[src/hw/common.sv]
package common;

    typedef logic        u1;
    typedef logic [4:0]  u5;
    typedef logic [31:0] u32;

    typedef u5  creg_addr_t;
    typedef u32 word_t;

    // supported primary opcodes
    typedef enum logic [5:0] {
        OP_RTYPE = 6'h00,
        OP_J     = 6'h02,
        OP_BEQ   = 6'h04,
        OP_ADDIU = 6'h09,
        OP_ORI   = 6'h0d,
        OP_LUI   = 6'h0f,
        OP_LW    = 6'h23,
        OP_SW    = 6'h2b
    } opcode_t;

    // function field of r-type
    typedef enum logic [5:0] {
        FN_ADDU = 6'h21,
        FN_SUBU = 6'h23,
        FN_AND  = 6'h24,
        FN_OR   = 6'h25,
        FN_SLT  = 6'h2a
    } funct_t;

    typedef struct packed {
        opcode_t    opcode;
        creg_addr_t rs;
        creg_addr_t rt;
        creg_addr_t rd;
        u5          shamt;
        funct_t     funct;
    } r_fields;

    typedef struct packed {
        opcode_t     opcode;
        creg_addr_t  rs;
        creg_addr_t  rt;
        logic [15:0] imm16;
    } i_fields;

    // same word, two views
    typedef union packed {
        r_fields r;
        i_fields i;
    } instr_u;

    localparam int    IMEM_WORDS = 64;
    localparam int    DMEM_WORDS = 64;
    localparam int    IMEM_AW    = $clog2(IMEM_WORDS);
    localparam int    DMEM_AW    = $clog2(DMEM_WORDS);
    localparam word_t PC_RESET   = 32'h0000_0000;

endpackage
[src/hw/pipes.sv]
package pipes;

    import common::*;

    typedef enum logic [2:0] {
        ALU_ADD,
        ALU_SUB,
        ALU_AND,
        ALU_OR,
        ALU_SLT,
        ALU_LUI
    } alu_op_t;

    // fetch/decode register
    typedef struct packed {
        word_t pc;
        word_t instr;
        u1     valid;
    } fetch_data_out;

    // decode/execute register
    typedef struct packed {
        alu_op_t    alu_op;
        word_t      srca;
        word_t      srcb;
        word_t      store_data;
        creg_addr_t dst;
        u1          regwrite;
        u1          memread;
        u1          memwrite;
    } decode_data_out;

    // execute/memory register
    typedef struct packed {
        word_t      result;
        word_t      store_data;
        creg_addr_t dst;
        u1          regwrite;
        u1          memread;
        u1          memwrite;
    } execute_data_out;

    typedef struct packed {
        u1          valid;
        creg_addr_t dst;
        word_t      data;
    } forward_data_out;

    typedef struct packed {
        u1     stall;
        u1     clear1;
        u1     clear2;
        u1     srca_mux;
        word_t srca_forward;
        u1     srcb_mux;
        word_t srcb_forward;
    } hazard_data_out;

    // one architectural write, register or store
    typedef struct packed {
        u1          valid;
        u1          is_store;
        creg_addr_t dst;
        word_t      addr;
        word_t      data;
    } commit_t;

endpackage

[src/hw/execute.sv]
`timescale 1ns/1ps

module execute
    import common::*;
    import pipes::*;
(
    input  logic            clk,
    input  logic            arst_n,
    input  decode_data_out  decode_in,
    output execute_data_out execute_out,
    output forward_data_out forward_execute,
    output u1               regwrite,
    output u1               memread,
    output creg_addr_t      dst
);

    word_t alu_y;

    always_comb begin
        case (decode_in.alu_op)
            ALU_ADD: alu_y = decode_in.srca + decode_in.srcb;
            ALU_SUB: alu_y = decode_in.srca - decode_in.srcb;
            ALU_AND: alu_y = decode_in.srca & decode_in.srcb;
            ALU_OR:  alu_y = decode_in.srca | decode_in.srcb;
            ALU_SLT: alu_y = {31'd0, $signed(decode_in.srca) < $signed(decode_in.srcb)};
            ALU_LUI: alu_y = {decode_in.srcb[15:0], 16'h0000};
            default: alu_y = '0;
        endcase
    end

    // load data not ready yet, hazard stalls instead
    assign forward_execute = '{
        valid: decode_in.regwrite && !decode_in.memread && decode_in.dst != '0,
        dst:   decode_in.dst,
        data:  alu_y
    };

    assign regwrite = decode_in.regwrite;
    assign memread  = decode_in.memread;
    assign dst      = decode_in.dst;

    always_ff @(posedge clk or negedge arst_n) begin
        if (!arst_n) begin
            execute_out <= '0;
        end else begin
            execute_out <= '{result: alu_y, store_data: decode_in.store_data, dst: decode_in.dst,
                             regwrite: decode_in.regwrite, memread: decode_in.memread,
                             memwrite: decode_in.memwrite};
        end
    end

endmodule

[config.mk]
export PLATFORM = sky130hd
export DESIGN_NAME = execute
export DESIGN_NICKNAME = d
export VERILOG_FILES = /design/src/hw/common.sv /design/src/hw/pipes.sv /design/src/hw/execute.sv
export SDC_FILE = /design/constraint.sdc
export NUM_CORES = 1
export LEC_CHECK = 0
export ABC_AREA = 1
export BUFFER_PORTS_ARGS = -buffer_cell sky130_fd_sc_hd__buf_2
export CAP_MARGIN = 10
export CORE_MARGIN = 2
export CORE_UTILIZATION = 47
export DETAILED_ROUTE_END_ITERATION = 6
export HOLD_SLACK_MARGIN = 0.02
export PLACE_DENSITY_LB_ADDON = 0.25
export SYNTH_ARGS = -nofsm -noshare
export SYNTH_HDL_FRONTEND = slang
export SYNTH_SLANG_ARGS = --single-unit
[constraint.sdc]
create_clock -name clk -period 3.1 [get_ports clk]
set_input_delay 0.155 -clock clk [delete_from_list [all_inputs] [get_ports clk]]
set_output_delay 0.155 -clock clk [all_outputs]
set_load 0.01 [all_outputs]
* After elaboration in Yosys (flattened, before gate mapping)
Cells that the tools add are included.
** Storage, ports and cells
- Register bits after elaboration :: 72
- Word-level logic and storage cells :: 22
** Cells by class
- Add/sub/neg operators :: 2
- Magnitude comparators :: 1
- Equality and inequality tests :: 5
- Muxes and demuxes :: 1
- Bitwise logic cells :: 2
- Reduce and logical (&&, ||, !) cells :: 5
** Operators with widths (number)
- $pmux W32 S6 :: 1
- $add A32 B32 Y32 :: 1
- $and A32 B32 Y32 :: 1
- $lt A32 B32 Y1 :: 1
- $or A32 B32 Y32 :: 1
- $sub A32 B32 Y32 :: 1
- $eq A3 B2 Y1 const B :: 2
- $eq A3 B3 Y1 const B :: 2
- $reduce_bool A5 Y1 :: 1
- $eq A3 B1 Y1 const B :: 1
- $logic_not A3 Y1 :: 1
- $logic_and A1 B1 Y1 :: 2
- $logic_not A1 Y1 :: 1

* Depth between registers and ports, before layout
Gate-level depths: netlist of the first run.
- Depth in word-level cells :: 3
- Mapped depth :: 16
- Depth with buffers taken out :: 16

* Worst setup path after synthesis of the first run
OpenSTA, ideal clock, no wires.
- Kind :: input port to output port
- From :: in decode_in[72] (netlist name)
- To :: out forward_execute[0] (netlist name)
- Arrival time :: 1.613 ns
- Data required time :: 2.945 ns
- Slack :: 1.332 ns
- Stages :: 16
- Path buffers :: 0
- Cells stage by stage :: inv_1 > ha_1 > fa_1 > inv_1 > nand2_1 > nand3_2 > nand2_1 > nand2_2 > nand2_1 > nand2_1 > nand2_1 > nand2_1 > nand2_1 > nand2_1 > nand2_1 > nand2_1
** RTL lines
- start, declared :: line execute.sv:9 : input decode_data_out decode_in,
- end, declared :: line execute.sv:11 : output forward_data_out forward_execute,

==> flow_summary_export.csv, run 1 <==
group,metric,value,unit
status,status,"complete, no violations",
critical_path,critPathSlowestCell,"fa_1",
critical_path,crit_type,"primary input to output port",
placed_design,hpwl,25880,µm
die,initial_core_util,48.07,%
timing,rsz0062_at_grt,"false",
global_routing,antenna_found_initial,0,
synthesis,synth_area_leaders,"dfrtp_1, nand2_1, ha_1",
synthesis,avgSynthCellArea,6.056,µm²
worst_hold_path,holdPathStages,4,
critical_path,cp-start-kind,"primary input",
global_routing,grt_pass1_vias,8962,
finish,num-nets-final,1819,
run,maxCapViolations,0,
critical_path,crit_chain,"buf_2, ha_1, inv_1, fa_1, inv_1, nand3_1, nand3_1, nand2_1, nand2_1, nand4_1, nand2_1, nand2_1, nand3_1, nand3_1, buf_2",
finish,fin_area,10190,µm²
timing,post-route-period-util,87.27,%
die,die_w,137.0,µm
power_and_ir_drop,total_power,3.547,mW
die,io_pins,226,
worst_hold_path,min_path_type,"primary input to register",
timing,hold_ws,99.23,ps
synthesis,synth_area,8314,µm²
finish,drive_gt1_share,17.32,%
detailed_routing,avgViaCountPerCell,5.183,
clocking,postCtsHoldBufs,41,
synthesis,ys_seq_area_share,21.67,%
synthesis,synthCells,1373,
detailed_routing,detail-route-antenna-nets,0,
die,core_area,17300,µm²
synthesis,synth_flop_cell,"dfrtp_1",
critical_path,end_kind,"output port",
synthesis,synth_top_area_share,21.67,%
global_routing,globalRouteOverflowTotal,0,
detailed_routing,remaining_drc_errors,0,
timing,slew_headroom,39.65,%
detailed_routing,wire_per_inst,17.22,µm
synthesis,synth_edf_count,0,
finish,syn2layout_area_growth,22.57,%
global_routing,grt_max_degree,73,
power_and_ir_drop,ir_drop,349.3,µV
synthesis,yosysMostFrequentCell,"nand2_1",
critical_path,arrival,2550,ps
power_and_ir_drop,p_per_area,348.0,nW/µm²
placed_design,routabilityCongestion,1.023,
clocking,path_clk_slew,70,ps
timing,fmaxAchievable,369.6,MHz
timing,slew_violations,0,
timing,fin_tns_setup,0,ps
finish,seq_area,1802,µm²
placed_design,port_buffers,225,
critical_path,worstPathRequired,2940,ps
global_routing,grt_pass1_wl,47430,µm
synthesis,yosys_warnings,0,
timing,hold_viol,0,
finish,largest_reg_flops,72,
detailed_routing,drt_pass1_iterations,6,
detailed_routing,via_count,9547,
clocking,post_cts_buffers,0,
synthesis,synthTopCellsByCount,"nand2_1, inv_1, nand3_1",
clocking,clk_path_buf_depth,2,
power_and_ir_drop,leakage,6.228,nW
finish,reg_top3,"execute_out: 72 flops",
die,rows,48,
die,dieArea,18770,µm²
synthesis,synthArstFlopShare,100.0,%
die,die_h,137.0,µm
finish,multiInputGateArea,5117,µm²
synthesis,synth_cell_types,40,
clocking,cts_tree,"built",
synthesis,synth_nets,1580,
timing,tightestPinTransition,905.2,ps
finish,num_antenna_cells,0,
clocking,htree_levels,3,
critical_path,cp_max_fo,4,
finish,top_register,"execute_out",
clocking,cts-root-buf,"clkbuf_16",
detailed_routing,drt_iter0_markers,773,
clocking,ctsResizeCount,0,
timing,timing.final.setup_violations,0,
detailed_routing,finalWirelength,31730,µm
clocking,cts.sinks,72,
clocking,cts_made_buffers,9,
synthesis,synth-seq-cells,72,
finish,fillerInstances,1755,
placed_design,place_area,9493,µm²
timing,period_needed,2705,ps
critical_path,critical_path.max_stage_delay,430,ps
global_routing,grt.total_usage,33.60,%
synthesis,synth_top_area_cell,"dfrtp_1",
cells by family after synthesis:
family	Yosys count	share of synthesized area, %
xor+xnor	3	0.3161
fa+ha+maj	98	14.93
buf+inv	341	16.78
compound gates	135	9.421
simple gates	724	36.88
flops	72	21.67
layer usage:
metal | global-route usage [%] | vias to the layer above | share of wire [%]
met3 | 4.000 | 81 | 7.7
met4 | 18.67 | 0 | 5.4
met1 | 41.83 | 4265 | 40
met2 | 56.25 | 482 | 47
met5 | 0 | - | 0
li1 | - | 4719 | -
worst paths after layout:
check                               start                  end  slack, ps
max in group asynchronous          arst_n      execute_out[30]       2030
worst min-delay path       decode_in[104]      execute_out[40]        100
min in group asynchronous          arst_n      execute_out[43]        470
worst max-delay path        decode_in[40]  forward_execute[16]        390
cell usage in the layout (no fill, tap or decap), types with 2 or more instances in the layout:
cell type and instances:
a21oi_1 61, a21oi_2 3, a221oi_1 3, a31oi_1 6, and2_1 4, and3_1 3
buf_2 224, buf_4 8, clkbuf_16 9, clkinv_1 2, clkinv_4 3, dfrtp_1 72
dlygate4sd3_1 41, fa_1 2, ha_1 96, inv_1 290, inv_2 4, inv_6 2
nand2_1 434, nand2_2 8, nand3_1 122, nand3_2 5, nand3b_1 3, nand4_1 19
nor2_1 99, nor2_2 7, nor3_1 12, nor3_2 4, nor4_1 3, o2111ai_1 6
o21ai_0 25, o21bai_1 5, o22ai_1 22, xor2_1 2
final cells by class:
type / count / share of cell area (%)
Tap cell: 225 / 2.762
Clock buffer: 9 / 2.210
Timing Repair Buffer: 273 / 15.62
Inverter: 296 / 10.90
Sequential cell: 72 / 17.68
Multi-Input combinational cell: 960 / 50.21
Clock inverter: 7 / 0.6139
report_power, final:
part           total, mW  internal [mW]  switching, mW  leakage (nW)
combinational       1.49          0.494          0.992          5.21
sequential          1.03           1.01         0.0191         0.876
clock               1.03          0.558          0.470         0.139
total               3.55           2.07           1.48          6.23
stage by stage:
stage,std cells,utilization [%],setup slack [ps]
6_report,1842,58.92,394.7
5_1_grt,1842,58.92,222.8
4_1_cts,1842,58.92,464.6
3_5_place_dp,1785,54.88,487.9
3_3_place_gp,1785,54.88,465.7
2_1_floorplan,1373,-,1332
worst max-delay path: cells and delay by family:
kind	cells	cell delay (ps)
fa+ha+maj	2	630
buf+inv	4	560
simple gates	9	1200
Note: power is estimated with default switching activity, not from simulation.
==> run 2, diff against run 1 <==
- CORE_ASPECT_RATIO: unset -> 0.8
==> flow_summary_export.csv, run 2 (same netlist as run 1, synthesis figures left out) <==
group,metric,value,unit
finish,num-nets-final,1819,
die,die_h,123.0,µm
critical_path,critPathSlowestCell,"ha_1",
clocking,cts_made_buffers,9,
global_routing,antenna_found_initial,0,
finish,fin_area,10260,µm²
worst_hold_path,min_path_type,"primary input to register",
detailed_routing,avgViaCountPerCell,5.289,
clocking,cts_tree,"built",
global_routing,globalRouteOverflowTotal,0,
placed_design,port_buffers,225,
die,rows,43,
timing,slew_violations,0,
critical_path,cp-start-kind,"primary input",
detailed_routing,detail-route-antenna-nets,0,
die,die_w,152.7,µm
critical_path,critical_path.max_stage_delay,500,ps
power_and_ir_drop,leakage,6.263,nW
detailed_routing,drt_iter0_markers,916,
detailed_routing,finalWirelength,34570,µm
placed_design,hpwl,28060,µm
finish,largest_reg_flops,72,
status,status,"complete, no violations",
timing,period_needed,2772,ps
timing,fmaxAchievable,360.7,MHz
finish,top_register,"execute_out",
clocking,cts.sinks,72,
finish,syn2layout_area_growth,23.43,%
clocking,clk_path_buf_depth,2,
die,dieArea,18780,µm²
detailed_routing,via_count,9743,
global_routing,grt_pass1_vias,8736,
finish,stdcell_count,1842,
placed_design,dp_slack,504.3,ps
critical_path,startpoint,"decode_in[50]",
finish,final_common_cell,"nand2_1",
global_routing,grtUsageMet3,9.674,%
critical_path,crit_type,"primary input to output port",
die,core_area,17320,µm²
finish,drive_gt1_share,17.32,%
critical_path,cp_max_fo,8,
global_routing,use_met2,54.26,%
die,io_pins,226,
placed_design,placedCellCount,1785,
power_and_ir_drop,p_switching,1.539,mW
power_and_ir_drop,seqPwrFrac,26.9,%
global_routing,met1_usage,50.59,%
timing,rsz0062_at_grt,"false",
global_routing,grt_max_degree,73,
global_routing,grt.total_usage,35.97,%
die,initial_core_util,47.99,%
critical_path,worstPathRequired,2940,ps
timing,slew_headroom,27.95,%
finish,num_antenna_cells,0,
clocking,path_clk_slew,70,ps
global_routing,grt_pass1_wl,51050,µm
run,maxCapViolations,0,
detailed_routing,drt_pass1_iterations,6,
power_and_ir_drop,swShare,40.00,%
worst_hold_path,holdPathStages,4,
critical_path,crit_chain,"buf_2, inv_1, ha_1, inv_1, nand2_1, nand2_1, inv_1, nand2_1, inv_1, nand3_1, nand2_1, nand4_1, nand3_1, nand3_1, buf_2",
power_and_ir_drop,p_comb_share,40.0,%
power_and_ir_drop,ir_drop,224.6,µV
critical_path,arrival,2620,ps
power_and_ir_drop,total_power,3.847,mW
critical_path,end_kind,"output port",
power_and_ir_drop,p_clk_share,33.2,%
finish,final_cell_mix,"nand2_1, inv_1, buf_2",
timing,post-route-period-util,89.44,%
clocking,ctsResizeCount,0,
global_routing,grt-busiest-layer,"met2",
power_and_ir_drop,p_per_area,374.9,nW/µm²
placed_design,routabilityCongestion,1.060,
timing,fin_tns_setup,0,ps
timing,hold_viol,0,
timing,timing.final.setup_violations,0,
detailed_routing,wire_per_inst,18.77,µm
placed_design,place_area,9499,µm²
worst_hold_path,min_to,"execute_out[40]",
timing,tightestPinTransition,1077,ps
worst_hold_path,hp-start,"decode_in[104]",
detailed_routing,remaining_drc_errors,0,
timing,fin_ws,327.5,ps
clocking,htree_levels,3,
finish,reg_top3,"execute_out: 72 flops",
clocking,cts-root-buf,"clkbuf_16",
power_and_ir_drop,p_int,2.308,mW
==> run 2: worst max-delay path by stage <==
stage,to,cells past startpoint,slack [ps]
final,forward_execute[27],15,330
after CTS,forward_execute[27],15,500
after global placement,forward_execute[27],15,460
after detailed placement,forward_execute[27],15,500
after floorplan,forward_execute[0],16,1330
after global routing,forward_execute[27],15,190
==> run 2: power by group through the flow <==
| stage | Combinational [mW] | Clock, mW | Sequential [mW] |
|---|---|---|---|
| after global placement | 1.45 | 0 | 1.05 |
| after floorplan | 0.848 | 0 | 1.09 |
| after CTS | 1.50 | 1.29 | 1.03 |
| final | 1.54 | 1.28 | 1.03 |
| after detailed placement | 1.45 | 0 | 1.05 |
| after global routing | 1.67 | 1.33 | 1.04 |
==> run 2: area by class of cell <==
type | instances | area (µm²)
clock inverters | 7 | 127.6
flip-flops and latches | 72 | 1802
well taps | 225 | 281.5
clock buffers | 9 | 225.2
multi-input cells | 960 | 5124
fillers | 1729 | 7062
repair buffers | 273 | 1592
inverters | 296 | 1111
==> run 2: repair_timing <==
action,CTS,global route
hold buffers,41,0
buffers inserted,0,0
hold endpoints to repair,112,0
==> run 2: critical path: cells and delay by family <==
kind          cells  cell delay (ps)
fa+ha+maj         1              500
buf+inv           6              890
simple gates      8             1080
==> run 2: layer usage <==
metal	part of all wire, %	vias up
li1	-	4718
met1	44	4442
met2	42	530
met3	12	53
met4	2.4	0
met5	0	-
==> run 2: metrics by stage <==
stage	util, %	hold WS (ps)
after floorplan	-	-140.6
after global placement	54.83	263.3
after detailed placement	54.83	264.4
after CTS	59.24	109.3
after global routing	59.24	159.7
final	59.24	122.0
==> run 3, diff against run 2 <==
- ABC_AREA: 1 -> unset
==> flow_summary_export.csv, run 3 <==
group,metric,value,unit
critical_path,cp-start-kind,"primary input",
synthesis,muxShareOfSynthArea,1.106,%
power_and_ir_drop,ir_drop,380.2,µV
detailed_routing,drt_iter0_markers,808,
placed_design,port_buffers,225,
timing,tightestPinTransition,925.8,ps
placed_design,routabilityCongestion,0.9926,
synthesis,synth_top_area_cell,"dfrtp_1",
detailed_routing,remaining_drc_errors,0,
run,maxCapViolations,0,
synthesis,synth_top_family_by_area,"compound AO/OA/AOI/OAI gates",
finish,final_cell_mix,"buf_2, buf_4, nor2_1",
die,initial_core_util,48.59,%
clocking,cts-root-buf,"clkbuf_16",
timing,fin_tns_setup,-205.0,ps
finish,fin_area,10170,µm²
synthesis,synth-seq-cells,72,
synthesis,synth_simple_gate_area_share,13.92,%
critical_path,arrival,3050,ps
power_and_ir_drop,leakage,5.076,nW
critical_path,cp_max_fo,3,
die,dieArea,15180,µm²
finish,drive_gt1_share,41.42,%
synthesis,synth_top_area_share,26.99,%
detailed_routing,detail-route-antenna-nets,0,
timing,period_needed,3208,ps
detailed_routing,avgViaCountPerCell,5.654,
die,die_h,110.6,µm
synthesis,synthTopCellsByCount,"ha_1, inv_1, a21oi_1",
global_routing,antenna_found_initial,1,
status,violations,"negative setup slack",
synthesis,synthArstFlopShare,100.0,%
detailed_routing,finalWirelength,26130,µm
die,io_pins,226,
global_routing,grt.total_usage,32.28,%
timing,rsz0062_at_grt,"true",
clocking,clk_path_buf_depth,2,
power_and_ir_drop,total_power,3.860,mW
clocking,cts.sinks,72,
timing,hold_viol,0,
timing,fin_ws,-108.4,ps
finish,final_util,74.03,%
global_routing,globalRouteOverflowTotal,0,
finish,final_common_cell,"buf_2",
finish,syn2layout_area_growth,52.36,%
clocking,cts_made_buffers,9,
synthesis,ys_seq_area_share,26.99,%
synthesis,synth_edf_count,0,
placed_design,place_area,8626,µm²
global_routing,grt_pass1_wl,38220,µm
placed_design,hpwl,18530,µm
power_and_ir_drop,p_per_area,379.5,nW/µm²
timing,fmaxAchievable,311.7,MHz
detailed_routing,drt_pass1_iterations,6,
detailed_routing,wire_per_inst,19.41,µm
critical_path,end_kind,"output port",
global_routing,grt_pass1_vias,7106,
timing,timing.final.setup_violations,3,
synthesis,yosys_warnings,0,
synthesis,synth-compound-area-share,26.74,%
synthesis,yosysMostFrequentCell,"ha_1",
finish,num_antenna_cells,0,
timing,slew_violations,0,
synthesis,synth_area,6676,µm²
finish,top_register,"execute_out",
worst_hold_path,min_path_type,"primary input to register",
timing,slew_headroom,38.28,%
synthesis,synth_xor_area_share,3.673,%
synthesis,synth_flop_cell,"dfrtp_1",
detailed_routing,via_count,7610,
timing,post-route-period-util,103.5,%
status,status,"finished, violations left",
global_routing,grt_max_degree,82,
clocking,path_clk_slew,70,ps
synthesis,synthCells,809,
synthesis,synth_nets,1016,
finish,reg_top3,"execute_out: 72 flops",
die,die_w,137.3,µm
synthesis,avgSynthCellArea,8.253,µm²
finish,largest_reg_flops,72,
clocking,htree_levels,3,
synthesis,synth_area_leaders,"dfrtp_1, ha_1, a21oi_1",
critical_path,crit_type,"primary input to output port",
finish,num-nets-final,1369,
critical_path,worstPathRequired,2940,ps
die,rows,38,
clocking,cts_tree,"built",
synthesis,synth_cell_types,74,
die,core_area,13740,µm²
synthesis,synth_fa_ha_area_share,18.59,%
[run 3: per-stage QoR]
stage | setup WS [ps] | hold WS, ps | cells
5_1_grt | -256.8 | 190.9 | 1346
6_report | -108.4 | 197.8 | 1346
2_1_floorplan | 298.7 | -140.6 | 809
3_5_place_dp | -408.1 | 264.4 | 1274
4_1_cts | -23.48 | 186.5 | 1334
3_3_place_gp | -197.7 | 262.4 | 1274
[run 3: worst max-delay path, stage by stage]
cell       delay (ps)
buf_8              80
ha_4              140
inv_4              40
fa_2              350
nand2b_4          160
a2111oi_4         410
o21ai_2           150
o21ai_2           210
a311oi_2          150
o41ai_2           290
buf_4             190
a21oi_4            70
a2111oi_4         350
nand2b_4          200
buf_6             100
[run 3: where the power goes]
part	internal, mW	switching [mW]
Combinational	0.749	0.915
Clock	0.728	0.435
Sequential	1.01	0.0195
[run 3: cell type report]
| class | count | area (µm²) |
|---|---|---|
| clock buffer | 11 | 242.7 |
| clock inverter | 4 | 77.57 |
| fill | 1005 | 3568 |
| inverter | 95 | 364.1 |
| multi-input combinational | 592 | 4880 |
| sequential | 72 | 1802 |
| tap | 180 | 225.2 |
| timing repair buffer | 392 | 2581 |
[run 3: cell families (layout without fill, tap and decap cells)]
family,Yosys count,after routing
compound gates,264,264
flops,72,72
simple gates,196,196
fa+ha+maj,98,98
mux,6,6
xor+xnor,28,28
buf+inv,145,502
[run 3: final timing paths]
check | end | from | depth (start not counted) | slack (ps)
worst max-delay path | forward_execute[28] | decode_in[40] | 15 | -110
worst min-delay path | execute_out[64] | decode_in[48] | 4 | 200
max in group asynchronous | execute_out[51] | arst_n | 2 | 1980
min in group asynchronous | execute_out[62] | arst_n | 2 | 520
[run 3: per-layer routing]
| layer | vias to the layer above | part of all wire (%) | track usage (%) |
|---|---|---|---|
| met5 | - | 0.042 | 0 |
| met4 | 2 | 3.0 | 11.00 |
| met3 | 75 | 9.4 | 6.198 |
| met2 | 448 | 47 | 52.87 |
| met1 | 3573 | 40 | 42.30 |
| li1 | 3512 | - | - |
[run 3: timing repair]
action	CTS	global route
hold buffers	41	0
endpoints found under the hold margin	112	0
pin swaps	24	52
gates resized for setup	38	106
buffers inserted	4	12
endpoints found under the setup margin	18	20
